**src/rtl/driveCfgPkg.sv**
```systemverilog
`default_nettype none

package driveCfgPkg;

    //////////////////////////////////////////////////////////////////////
    // Timing, scaled down for simulation
    //////////////////////////////////////////////////////////////////////
    localparam int tickDivider         = 100;  // Clock cycles per 100 Hz tick
    localparam int debounceTicks       = 3;    // Steady ticks before an input is taken
    localparam int starterTimeoutTicks = 20;   // Starter feedback window after switch-on
    localparam int reverseDwellTicks   = 5;    // Idle time before a reversal
    localparam int brakeHoldTicks      = 2;    // Brake release kept after the stop

    //////////////////////////////////////////////////////////////////////
    // Word sizes and speed profile
    //////////////////////////////////////////////////////////////////////
    localparam int speedWidth     = 10;
    localparam int speedStep      = 64;   // Ramp increment per tick
    localparam int localSpeed     = 752;  // Fixed setpoint from the panel
    localparam int faultCodeWidth = 4;

endpackage

`default_nettype wire

```
**src/rtl/driveTypesPkg.sv**
```systemverilog
`default_nettype none

package driveTypesPkg;
    import driveCfgPkg::*;

    // Local panel keys
    typedef struct packed {
        logic turnOn;
        logic turnOff;
        logic open;
        logic close;
    } panelCmdT;

    // Command word from the control system, already decoded
    typedef struct packed {
        logic                  driveOn;
        logic                  close;    // 0 selects open
        logic                  move;
        logic [speedWidth-1:0] speed;
    } remoteCmdT;

    typedef struct packed {
        logic openLimit;
        logic closeLimit;
        logic openOvertravel;
        logic closeOvertravel;
    } limitT;

    // Plant feedback, phase bits high while the phase is present
    typedef struct packed {
        logic emergency;
        logic inverterFault;
        logic starterOn;
        logic phaseL1;
        logic phaseL2;
        logic phaseL3;
        logic localSel;
        logic remoteSel;
    } plantT;

    // Lower code wins on a tie
    typedef enum logic [faultCodeWidth-1:0] {
        faultNone      = 0,
        faultEmergency = 1,
        faultInverter  = 2,
        faultStarter   = 3,
        faultPhaseL1   = 4,
        faultPhaseL2   = 5,
        faultPhaseL3   = 6
    } faultCodeT;

    typedef struct packed {
        logic      turnedOn;
        logic      remoteMode;
        logic      movingOpen;
        logic      movingClose;
        faultCodeT faultCode;
        limitT     limits;
    } statusT;

endpackage

`default_nettype wire

```
**src/rtl/commandSelect.sv**
```systemverilog
`default_nettype none
`timescale 1ns/1ps

module commandSelect
    import driveCfgPkg::*;
    import driveTypesPkg::*;
(
    input  logic                  iClk,
    input  logic                  iRst,
    input  logic                  tick,
    input  panelCmdT              panel,
    input  remoteCmdT             remote,
    input  plantT                 plant,
    output logic                  turnedOn,
    output logic                  openReq,
    output logic                  closeReq,
    output logic                  remoteMode,
    output logic [speedWidth-1:0] speed
);

    logic [speedWidth-1:0] target;

    // Remote only when the selector is off local
    assign remoteMode = plant.remoteSel & ~plant.localSel;
    assign target     = remoteMode ? remote.speed : speedWidth'(localSpeed);

    //////////////////////////////////////////////////////////////////////
    // Source selection
    //////////////////////////////////////////////////////////////////////
    always_ff @(posedge iClk or posedge iRst) begin
        if (iRst) begin
            turnedOn <= 1'b0;
            openReq  <= 1'b0;
            closeReq <= 1'b0;
        end else if (remoteMode) begin
            turnedOn <= remote.driveOn;
            openReq  <= remote.move & ~remote.close;
            closeReq <= remote.move & remote.close;
        end else begin
            if (panel.turnOff) begin
                turnedOn <= 1'b0;   // Off key wins over on
            end else if (panel.turnOn) begin
                turnedOn <= 1'b1;
            end
            openReq  <= panel.open;
            closeReq <= panel.close;
        end
    end

    //////////////////////////////////////////////////////////////////////
    // Speed ramp
    //////////////////////////////////////////////////////////////////////
    always_ff @(posedge iClk or posedge iRst) begin
        if (iRst) begin
            speed <= '0;
        end else if (tick) begin
            if (speed < target) begin
                if (target - speed > speedWidth'(speedStep)) begin
                    speed <= speed + speedWidth'(speedStep);
                end else begin
                    speed <= target;   // Last partial step
                end
            end else if (speed > target) begin
                if (speed - target > speedWidth'(speedStep)) begin
                    speed <= speed - speedWidth'(speedStep);
                end else begin
                    speed <= target;
                end
            end
        end
    end

endmodule

`default_nettype wire

```
**src/rtl/faultMonitor.sv**
```systemverilog
`default_nettype none
`timescale 1ns/1ps

module faultMonitor
    import driveCfgPkg::*;
    import driveTypesPkg::*;
(
    input  logic      iClk,
    input  logic      iRst,
    input  logic      tick,
    input  plantT     plant,
    input  logic      turnedOn,
    input  logic      clearReq,
    output faultCodeT faultCode
);

    typedef logic [$clog2(starterTimeoutTicks + 1)-1:0] starterCountT;
    typedef logic [$clog2(debounceTicks + 2)-1:0]       blankCountT;

    starterCountT starterCount;
    blankCountT   blankCount;
    logic         starterTimeout;
    logic         phaseValid;
    faultCodeT    activeCode;

    //////////////////////////////////////////////////////////////////////
    // Magnetic starter watchdog
    //////////////////////////////////////////////////////////////////////
    always_ff @(posedge iClk or posedge iRst) begin
        if (iRst) begin
            starterCount <= '0;
        end else if (!turnedOn || plant.starterOn) begin
            starterCount <= '0;
        end else if (tick && !starterTimeout) begin
            starterCount <= starterCount + 1'b1;
        end
    end

    assign starterTimeout = (starterCount == starterCountT'(starterTimeoutTicks));

    // Filtered inputs come up at zero, which reads as lost phases
    always_ff @(posedge iClk or posedge iRst) begin
        if (iRst) begin
            blankCount <= '0;
        end else if (tick && !phaseValid) begin
            blankCount <= blankCount + 1'b1;
        end
    end

    assign phaseValid = (blankCount == blankCountT'(debounceTicks + 1));

    //////////////////////////////////////////////////////////////////////
    // Priority and latch
    //////////////////////////////////////////////////////////////////////
    always_comb begin
        activeCode = faultNone;
        if (plant.emergency)                    activeCode = faultEmergency;
        else if (plant.inverterFault)           activeCode = faultInverter;
        else if (starterTimeout)                activeCode = faultStarter;
        else if (phaseValid && !plant.phaseL1)  activeCode = faultPhaseL1;
        else if (phaseValid && !plant.phaseL2)  activeCode = faultPhaseL2;
        else if (phaseValid && !plant.phaseL3)  activeCode = faultPhaseL3;
    end

    always_ff @(posedge iClk or posedge iRst) begin
        if (iRst) begin
            faultCode <= faultNone;
        end else if (faultCode == faultNone) begin
            faultCode <= activeCode;   // First fault sticks
        end else if (clearReq && activeCode == faultNone) begin
            faultCode <= faultNone;
        end
    end

endmodule

`default_nettype wire

```
**src/rtl/inputSync.sv**
```systemverilog
`default_nettype none
`timescale 1ns/1ps

module inputSync
    import driveCfgPkg::*;
#(
    parameter type syncT = logic
) (
    input  logic iClk,
    input  logic iRst,
    input  logic tick,
    input  syncT raw,
    output syncT clean
);

    typedef logic [$clog2(debounceTicks + 1)-1:0] steadyCountT;

    syncT        syncMeta;     // First stage, may go metastable
    syncT        syncStable;
    syncT        heldValue;    // Candidate waiting for the debounce window
    steadyCountT steadyCount;

    always_ff @(posedge iClk or posedge iRst) begin
        if (iRst) begin
            syncMeta    <= '0;
            syncStable  <= '0;
            heldValue   <= '0;
            steadyCount <= '0;
            clean       <= '0;
        end else begin
            syncMeta   <= raw;
            syncStable <= syncMeta;

            // Any bit change restarts the window
            if (syncStable != heldValue) begin
                heldValue   <= syncStable;
                steadyCount <= '0;
            end else if (tick && steadyCount != steadyCountT'(debounceTicks)) begin
                steadyCount <= steadyCount + 1'b1;
                if (steadyCount == steadyCountT'(debounceTicks - 1)) begin
                    clean <= heldValue;   // Window complete
                end
            end
        end
    end

endmodule

`default_nettype wire

```
**src/rtl/motionControl.sv**
```systemverilog
`default_nettype none
`timescale 1ns/1ps

module motionControl
    import driveCfgPkg::*;
    import driveTypesPkg::*;
(
    input  logic                  iClk,
    input  logic                  iRst,
    input  logic                  tick,
    input  logic                  enable,
    input  logic                  openReq,
    input  logic                  closeReq,
    input  limitT                 limits,
    input  logic [speedWidth-1:0] speed,
    output logic                  motorOpen,
    output logic                  motorClose,
    output logic                  brakeRelease,
    output logic                  speedPwm
);

    typedef logic [$clog2(reverseDwellTicks + 1)-1:0] dwellCountT;
    typedef logic [$clog2(brakeHoldTicks + 1)-1:0]    brakeCountT;

    logic                  lastClose;    // Direction of the last run
    dwellCountT            dwellCount;
    logic                  dwellDone;
    brakeCountT            brakeCount;
    logic                  openRun;
    logic                  closeRun;
    logic [speedWidth-1:0] pwmCount;

    assign dwellDone = (dwellCount == dwellCountT'(reverseDwellTicks));

    // Both keys at once mean stop
    always_comb begin
        openRun  = enable && openReq && !closeReq
                   && !limits.openLimit && !limits.openOvertravel
                   && (!lastClose || dwellDone);
        closeRun = enable && closeReq && !openReq
                   && !limits.closeLimit && !limits.closeOvertravel
                   && (lastClose || dwellDone);
    end

    //////////////////////////////////////////////////////////////////////
    // Direction outputs and reversal dwell
    //////////////////////////////////////////////////////////////////////
    always_ff @(posedge iClk or posedge iRst) begin
        if (iRst) begin
            motorOpen  <= 1'b0;
            motorClose <= 1'b0;
            lastClose  <= 1'b0;
            dwellCount <= dwellCountT'(reverseDwellTicks);   // Free to start either way
        end else begin
            motorOpen  <= openRun;
            motorClose <= closeRun;

            if (motorOpen || motorClose) begin
                lastClose  <= motorClose;
                dwellCount <= '0;
            end else if (tick && !dwellDone) begin
                dwellCount <= dwellCount + 1'b1;
            end
        end
    end

    //////////////////////////////////////////////////////////////////////
    // Brake
    //////////////////////////////////////////////////////////////////////
    always_ff @(posedge iClk or posedge iRst) begin
        if (iRst) begin
            brakeRelease <= 1'b0;
            brakeCount   <= '0;
        end else if (openRun || closeRun) begin
            brakeRelease <= 1'b1;   // Released together with the motor
            brakeCount   <= '0;
        end else if (brakeRelease && tick) begin
            brakeCount <= brakeCount + 1'b1;
            if (brakeCount == brakeCountT'(brakeHoldTicks - 1)) begin
                brakeRelease <= 1'b0;
            end
        end
    end

    // Speed PWM for the 4-20 mA loop, period of 2^speedWidth cycles
    always_ff @(posedge iClk or posedge iRst) begin
        if (iRst) begin
            pwmCount <= '0;
            speedPwm <= 1'b0;
        end else begin
            pwmCount <= pwmCount + 1'b1;
            speedPwm <= (pwmCount < speed);
        end
    end

endmodule

`default_nettype wire

```
**src/rtl/tickGen.sv**
```systemverilog
`default_nettype none
`timescale 1ns/1ps

module tickGen
    import driveCfgPkg::*;
(
    input  logic iClk,
    input  logic iRst,
    output logic tick
);

    typedef logic [$clog2(tickDivider)-1:0] tickCountT;

    tickCountT tickCount;

    always_ff @(posedge iClk or posedge iRst) begin
        if (iRst) begin
            tickCount <= '0;
            tick      <= 1'b0;
        end else if (tickCount == tickCountT'(tickDivider - 1)) begin
            tickCount <= '0;
            tick      <= 1'b1;   // One-cycle strobe on wrap
        end else begin
            tickCount <= tickCount + 1'b1;
            tick      <= 1'b0;
        end
    end

endmodule

`default_nettype wire

```
**src/rtl/valveDriveTop.sv**
```systemverilog
`default_nettype none
`timescale 1ns/1ps

module valveDriveTop
    import driveCfgPkg::*;
    import driveTypesPkg::*;
(
    input  logic      iClk,
    input  logic      iRst,
    input  panelCmdT  panelN,
    input  limitT     limitsN,
    input  plantT     plantN,
    input  remoteCmdT remoteCmd,
    output logic      starterN,
    output logic      motorOpenN,
    output logic      motorCloseN,
    output logic      brakeN,
    output logic      speedPwmN,
    output statusT    status
);

    logic                  tick;
    panelCmdT              panelClean;
    limitT                 limitsClean;
    plantT                 plantClean;
    logic                  turnedOn;
    logic                  openReq;
    logic                  closeReq;
    logic                  remoteMode;
    logic [speedWidth-1:0] speed;
    faultCodeT             faultCode;
    logic                  enable;
    logic                  motorOpen;
    logic                  motorClose;
    logic                  brakeRelease;
    logic                  speedPwm;

    tickGen tickUnit (
        .iClk (iClk),
        .iRst (iRst),
        .tick (tick)
    );

    //////////////////////////////////////////////////////////////////////
    // Input filters, internally everything is active high
    //////////////////////////////////////////////////////////////////////
    inputSync #(.syncT(panelCmdT)) panelSync (
        .iClk  (iClk),
        .iRst  (iRst),
        .tick  (tick),
        .raw   (panelCmdT'(~panelN)),
        .clean (panelClean)
    );

    inputSync #(.syncT(limitT)) limitSync (
        .iClk  (iClk),
        .iRst  (iRst),
        .tick  (tick),
        .raw   (limitT'(~limitsN)),
        .clean (limitsClean)
    );

    inputSync #(.syncT(plantT)) plantSync (
        .iClk  (iClk),
        .iRst  (iRst),
        .tick  (tick),
        .raw   (plantT'(~plantN)),
        .clean (plantClean)
    );

    commandSelect cmdSelect (
        .iClk       (iClk),
        .iRst       (iRst),
        .tick       (tick),
        .panel      (panelClean),
        .remote     (remoteCmd),
        .plant      (plantClean),
        .turnedOn   (turnedOn),
        .openReq    (openReq),
        .closeReq   (closeReq),
        .remoteMode (remoteMode),
        .speed      (speed)
    );

    faultMonitor faultUnit (
        .iClk      (iClk),
        .iRst      (iRst),
        .tick      (tick),
        .plant     (plantClean),
        .turnedOn  (turnedOn),
        .clearReq  (panelClean.turnOff),
        .faultCode (faultCode)
    );

    assign enable = turnedOn && (faultCode == faultNone);   // Any fault drops starter and motor

    motionControl motion (
        .iClk         (iClk),
        .iRst         (iRst),
        .tick         (tick),
        .enable       (enable),
        .openReq      (openReq),
        .closeReq     (closeReq),
        .limits       (limitsClean),
        .speed        (speed),
        .motorOpen    (motorOpen),
        .motorClose   (motorClose),
        .brakeRelease (brakeRelease),
        .speedPwm     (speedPwm)
    );

    //////////////////////////////////////////////////////////////////////
    // Output pins and status
    //////////////////////////////////////////////////////////////////////
    assign starterN    = ~enable;
    assign motorOpenN  = ~motorOpen;
    assign motorCloseN = ~motorClose;
    assign brakeN      = ~brakeRelease;
    assign speedPwmN   = ~speedPwm;

    always_comb begin
        status.turnedOn    = turnedOn;
        status.remoteMode  = remoteMode;
        status.movingOpen  = motorOpen;
        status.movingClose = motorClose;
        status.faultCode   = faultCode;
        status.limits      = limitsClean;
    end

endmodule

`default_nettype wire

```
**config.mk**
```make
export PLATFORM = sky130hd
export DESIGN_NAME = valveDriveTop
export DESIGN_NICKNAME = d
export VERILOG_FILES = /design/src/rtl/driveCfgPkg.sv /design/src/rtl/driveTypesPkg.sv /design/src/rtl/commandSelect.sv /design/src/rtl/faultMonitor.sv /design/src/rtl/inputSync.sv /design/src/rtl/motionControl.sv /design/src/rtl/tickGen.sv /design/src/rtl/valveDriveTop.sv
export SDC_FILE = /design/constraint.sdc
export NUM_CORES = 1
export LEC_CHECK = 0
export BUFFER_PORTS_ARGS = -buffer_cell sky130_fd_sc_hd__buf_2
export CAP_MARGIN = 15
export CORE_MARGIN = 2
export CORE_UTILIZATION = 52
export DETAILED_ROUTE_END_ITERATION = 16
export GPL_TIMING_DRIVEN = 0
export PLACE_DENSITY = 0.71
export SYNTH_ARGS = -nofsm -noshare
export SYNTH_HDL_FRONTEND = slang
export SYNTH_SLANG_ARGS = --single-unit
```
**constraint.sdc**
```tcl
create_clock -name iClk -period 5 [get_ports iClk]
set_input_delay 1 -clock iClk [delete_from_list [all_inputs] [get_ports iClk]]
set_output_delay 1 -clock iClk [all_outputs]
set_load 0.01 [all_outputs]
```
Yosys cells after proc, flatten, opt, wreduce, memory -nomap -nowiden
Cells that the tools add are included.
{"block": "op_classes", "n_addsub": 13, "n_mul": 0, "n_div": 0, "order_cmp": 5, "n_eq_ne": 14, "shift": 0, "muxes": 35, "bitwise": 16, "reduce_logical": 58}
{"operator": "2-to-1 mux 10 bit", "n": 5}
{"operator": "2-to-1 mux 4 bit", "n": 7}
{"operator": "logical AND 1 bit", "n": 22}
{"operator": "> comparator 10 x 7 -> 1 bit (second input constant)", "n": 2}
{"operator": "less-than comparator 10 bit", "n": 2}
{"operator": "subtractor 10 bit", "n": 2}
{"operator": "nonzero test 2 bit", "n": 9}
{"operator": "2-to-1 mux 2 bit", "n": 8}
{"operator": "zero test 1 bit", "n": 14}
{"operator": "adder 10 x 1 -> 10 bit (second input constant)", "n": 1}
{"operator": "adder 10 x 7 -> 10 bit (second input constant)", "n": 1}
{"operator": "> comparator 10 bit", "n": 1}
{"operator": "2-to-1 mux 5 bit", "n": 2}
{"operator": "inverter 1 bit", "n": 10}
{"operator": "subtractor 10 x 7 -> 10 bit (second input constant)", "n": 1}
{"operator": "2-to-1 mux 1 bit", "n": 9}
{"operator": "2-to-1 mux 3 bit", "n": 3}
{"operator": "AND reduction 3 bit", "n": 3}
{"operator": "adder 2 x 1 -> 2 bit (second input constant)", "n": 4}
{"operator": "zero test 4 bit", "n": 2}
{"operator": "!= test 4 bit", "n": 2}
{"operator": "!= test 8 bit", "n": 1}
{"operator": "inverter 4 bit", "n": 2}
{"operator": "inverter 8 bit", "n": 1}
{"operator": "14 further kinds", "n": 27}
{"block": "word_totals", "register_bits": 123, "latch_bits": 0, "ramBits": 0, "rom_bits": 0, "input_bits": 31, "out_inout_bits": 17, "word_cells": 225, "mem_count": 0}

Longest topological paths before layout
{"block": "logic_depth", "depth_word": 12, "mapped_depth": 17, "mapped_depth_nobuf": 14}

Hierarchy
A second synthesis with hierarchy kept.
{"block": "hier_totals", "cells_unflattened": 624, "area_unflattened_um2": 6630.1}
{"mod": "commandSelect", "n_inst": 1, "cells_each": 229, "area_per_inst_um2": 1980.6, "seq_area_each_um2": 325.3}
{"mod": "inputSync at limitSync ...", "n_inst": 2, "cells_each": 42, "area_per_inst_um2": 635.6, "seq_area_each_um2": 450.4}
{"mod": "inputSync at plantSync", "n_inst": 1, "cells_each": 73, "area_per_inst_um2": 1146.1, "seq_area_each_um2": 850.8}
{"mod": "motionControl", "n_inst": 1, "cells_each": 110, "area_per_inst_um2": 1093.5, "seq_area_each_um2": 503.0}
{"mod": "faultMonitor", "n_inst": 1, "cells_each": 70, "area_per_inst_um2": 650.6, "seq_area_each_um2": 275.3}
{"mod": "tickGen", "n_inst": 1, "cells_each": 31, "area_per_inst_um2": 360.3, "seq_area_each_um2": 200.2}
{"mod": "valveDriveTop", "n_inst": 1, "cells_each": 27, "area_per_inst_um2": 127.6, "seq_area_each_um2": 0.0}

Worst setup path before layout
No wires, ideal clock.
{"block": "synth_timing", "path_kind": "input-to-reg", "start": "input port remoteCmd[2] (netlist name)", "end": "register cmdSelect.speed[1]", "setup_ns": 0.119, "t_arrival_ns": 3.699, "required_ns": 4.881, "path_slack_ns": 1.182, "cell_stages": 13, "n_path_buf": 1, "path_cell_list": "nand2_1 inv_1 ha_1 and3b_1 o21a_1 o311a_1 or4_1 a311o_1 o31ai_4 o211ai_4 buf_6 nand2_1 o21ai_2"}
{"block": "synth_between", "elab_chain_len": 6, "elab_cells_between_ends": 13, "classes_between": "add/sub (2); order compare (4); mux (5); reduce/logical (2)"}
{"item": "start: declaration", "line_no": "valveDriveTop.sv:13", "source": "input remoteCmdT remoteCmd,"}
{"item": "2-to-1 mux 10 bit *", "line_no": "commandSelect.sv:25", "source": "assign target = remoteMode ? remote.speed : speedWidth'(localSpeed);"}
{"item": "subtractor 10 bit", "line_no": "commandSelect.sv:64", "source": "if (speed - target > speedWidth'(speedStep)) begin"}
{"item": "> comparator 10 x 7 -> 1 bit", "line_no": "commandSelect.sv:64"}
{"item": "2-to-1 mux 10 bit", "line_no": "commandSelect.sv:64"}
{"item": "2-to-1 mux 10 bit", "line_no": "commandSelect.sv:63", "source": "end else if (speed > target) begin"}
{"item": "2-to-1 mux 10 bit", "line_no": "commandSelect.sv:57", "source": "if (speed < target) begin"}
{"item": "end signal: assignment", "line_no": "commandSelect.sv:59", "source": "speed <= speed + speedWidth'(speedStep);"}
{"item": "end signal: assignment", "line_no": "commandSelect.sv:65", "source": "speed <= speed - speedWidth'(speedStep);"}
{"item": "end signal: assignment", "line_no": "commandSelect.sv:67", "source": "speed <= target;"}
{"item": "end: declaration", "line_no": "commandSelect.sv:18", "source": "output logic [speedWidth-1:0] speed"}
Mark *: on every way between the ends. The rest lies on a longest branch, timed or not. The select of a mux whose other input is x is not followed.
A chain may end at the register's enable or synchronous reset.

Worst setup path in the final report
{"block": "layout_timing", "start": "register plantSync.clean[1] (netlist name)", "end": "register cmdSelect.speed[0]"}
{"block": "layout_between", "elab_chain_len": 8, "elab_cells_between_ends": 15, "classes_between": "add/sub (2); order compare (4); mux (5); bitwise (2); reduce/logical (2)"}
{"item": "start: declaration", "line_no": "inputSync.sv:13", "source": "output syncT clean"}
{"item": "start signal: assignment", "line_no": "inputSync.sv:41", "source": "clean <= heldValue;"}
{"item": "inverter 1 bit *", "line_no": "commandSelect.sv:24", "source": "assign remoteMode = plant.remoteSel & ~plant.localSel;"}
{"item": "AND 1 bit *", "line_no": "commandSelect.sv:24"}
{"item": "named net cmdSelect.remoteMode", "line_no": "commandSelect.sv:17", "source": "output logic remoteMode,"}
{"item": "2-to-1 mux 10 bit *", "line_no": "commandSelect.sv:25"}
{"item": "subtractor 10 bit", "line_no": "commandSelect.sv:64"}
{"item": "> comparator 10 x 7 -> 1 bit", "line_no": "commandSelect.sv:64"}
{"item": "2-to-1 mux 10 bit", "line_no": "commandSelect.sv:64"}
{"item": "2-to-1 mux 10 bit", "line_no": "commandSelect.sv:63"}
{"item": "2-to-1 mux 10 bit", "line_no": "commandSelect.sv:57"}
Mark *: on every way through the listed nets, which the timed path passes. The rest lies on a longest branch. The select of a mux whose other input is x is not followed.

==> metrics.cfg <==
[global_routing]
antenna_found_initial = 0
grt.overflow.total = 0
grt_use_total_pct = 19.84
grt_pass1_wl_mm = 19.78
grt_max_degree = 72
first_global_vias = 4306

[worst_setup_path]
crit_path_max_fanout = 10
worst_ep_arrival_time_ps = 4900
crit_path_start_kind = flip-flop
endpoint_kind = flip-flop
critPathKind = flip-flop to flip-flop
cp.required_ps = 5300

[pwr]
peakVddDrop_v = 0.0002544
finalPower_mw = 2.316
power_density_nw_per_um2 = 324.7
power_leakage_nw = 3.420

[cts]
clk_latency_ps = 410
clock-sinks = 122
clock_tree.root_cell = clkbuf_16
cts_hold_buf = 0
cts_tree = done
cts_buffers = 17
h-tree-depth = 4
post-cts-setup-buffer-count = 0
cts.path.max_buffers = 2
cts_resized = 0
clk_pin_slew_ps = 60

[placement]
place_ws_ps = 405.6
routabilityCongestion = 0.8466
dp_hpwl_mm = 8.344
numPortBuffers = 46

[timing]
setup_viol = 0
whs_ps = 337.3
fin_ws_ps = 398.4
min_period_ps = 4602
rsz0062_at_grt = false
slew_violations = 0
worst_slew_pin_slew_ps = 760.0
fin_setup_tns_ps = 0
maxSlewHeadroom_pct = 48.64
fin_crit_sh_pct = 92.03
fmax_mhz = 217.3
finClkSkew_ps = 7.489
hold_viol = 0

[detailed_routing]
drt-pass1-iter-count = 4
drt-total-wl_mm = 11.50
route.detailed.drc = 0
vias = 4225
drtIter0Drc = 190
drtAntennaViolNets = 0
wl_per_cell_um = 14.61
via_per_inst = 5.368

[layout]
nets = 707
area_growth_pct = 17.28
antenna_cells = 0
layout-drive-gt1-share_pct = 18.32

[hold_path]
hold_path.class = flip-flop to flip-flop

[floorplanning]
die_y_um = 112.2
dieWidth_um = 112.2
initial_core_util_pct = 53.27
rows = 39
core_area_um2 = 11420
ioPinCount = 48
die_area_um2 = 12580

[synthesis]
ys.flop_type = dfrtp_1
synthCells = 565
synth_area_um2 = 6082
synth_edf_count = 0
synth_cell_types = 64
yosys_warnings = 0
netlist.area_leader.share_pct = 49.37
synthTopCellsByCount = dfrtp_1 (120), inv_1 (51), ha_1 (44)
yosys_register_bits = 122
syn_avg_cell_area_um2 = 10.76
synth_seq_area_share_pct = 50.24
syn-num-nets = 641
postSynth.asyncResetShare_pct = 100.0
synth_area_leaders = dfrtp_1 (49%), ha_1 (9.1%), xnor2_1 (4.3%)
yosysMostFrequentCell = dfrtp_1
post-synth-top-area-cell = dfrtp_1

[status]
outcome = finished clean

[flow_run]
maxCapViolations = 0

final cells by class:
type	count	area [µm²]
Clock inverter	14	170.2
Sequential cell	122	3055
Multi-Input combinational cell	362	2696
Timing Repair Buffer	47	257.7
Fill cell	926	4285
Buffer	30	138.9
Clock buffer	18	439.2
Inverter	51	196.4
Tap cell	143	178.9
placed cells by master, fill, tap and decap left out, types with 4 or more instances in the layout:
cell / count
o21ai_1: 4
ha_1: 44
buf_4: 5
o22ai_1: 4
clkbuf_16: 17
nor2b_1: 9
nand2_1: 36
a211oi_1: 8
xor2_1: 17
and3_1: 6
o21a_1: 4
dfrtp_1: 120
a21o_1: 9
inv_1: 50
nor3_1: 9
mux2_2: 17
a21oi_1: 17
xnor2_1: 30
o21ai_0: 10
clkinvlp_4: 4
buf_2: 46
nand2b_1: 12
nand3_1: 21
o21ai_2: 4
clkbuf_1: 24
nor2_1: 35
logic make-up (layout without fill, tap and decap cells):
family          Yosys count  after routing  synth area share, %
compound gates           93             93                11.15
xor+xnor                 47             47                6.768
fa+ha+maj                45             45                9.381
buf+inv                  81            160                5.431
flops                   122            122                50.24
mux                      20             20                3.641
other cells               1              1              0.06166
simple gates            156            156                13.33
per-stage QoR:
stage,instances,cell area [µm²],util (%)
global placement,754,6491,56.85
finish,787,7133,62.47
global route,787,7133,62.47
CTS,787,7133,62.47
floorplan,565,6082,-
detailed placement,755,6524,57.13
state kept, by name (all words and copies together), names as in the netlist, 4 cells and up:
signal                  flops
cmdSelect.speed            10
motion.pwmCount            10
plantSync.clean             8
plantSync.heldValue         8
plantSync.syncMeta          8
plantSync.syncStable        8
tickUnit.tickCount          7
faultUnit.starterCount      5
limitSync.clean             4
limitSync.heldValue         4
limitSync.syncMeta          4
limitSync.syncStable        4
panelSync.clean             4
panelSync.heldValue         4
panelSync.syncMeta          4
panelSync.syncStable        4
worst paths after layout:
check | slack [ps] | endpoint | start | cells after the start
min in group asynchronous | 630 | panelSync.syncStable[0]$_DFF_PP0_ | iRst | 2
hold reg to reg | 340 | plantSync.syncStable[4]$_DFF_PP0_ | plantSync.syncMeta[4]$_DFF_PP0_ | 0
max in group asynchronous | 3660 | motion.pwmCount[5]$_DFF_PP0_ | iRst | 3
setup reg to reg | 400 | cmdSelect.speed[0]$_DFFE_PP0P_ | plantSync.clean[1]$_DFFE_PP0P_ | 16
hold / removal | 340 | plantSync.syncStable[4]$_DFF_PP0_ | plantSync.syncMeta[4]$_DFF_PP0_ | 0
setup / recovery | 400 | cmdSelect.speed[0]$_DFFE_PP0P_ | plantSync.clean[1]$_DFFE_PP0P_ | 16
critical path, stage by stage (launching register included):
cell and delay (ps):
dfrtp_1 400, nand2b_1 280, inv_1 170, clkbuf_1 560, nand2_1 290, inv_1 110, ha_1 280, and3b_1 200
o21a_1 200, o311a_1 300, or4_1 460, a311o_1 410, o31ai_4 340, o211ai_4 160, buf_6 180, nand2_1 80
o21ai_2 50
where the power goes:
part | switching, mW | internal [mW]
Combinational | 0.0310 | 0.0225
Clock | 0.447 | 0.797
Sequential | 0.0106 | 1.01
metal layers:
layer  wire (µm)  GRT usage [%]
met3         415          5.130
met1        5260          25.37
met4         179          7.967
met5           0              0
met2        5646          32.49
No activity file was read; power rests on OpenSTA's default activity.
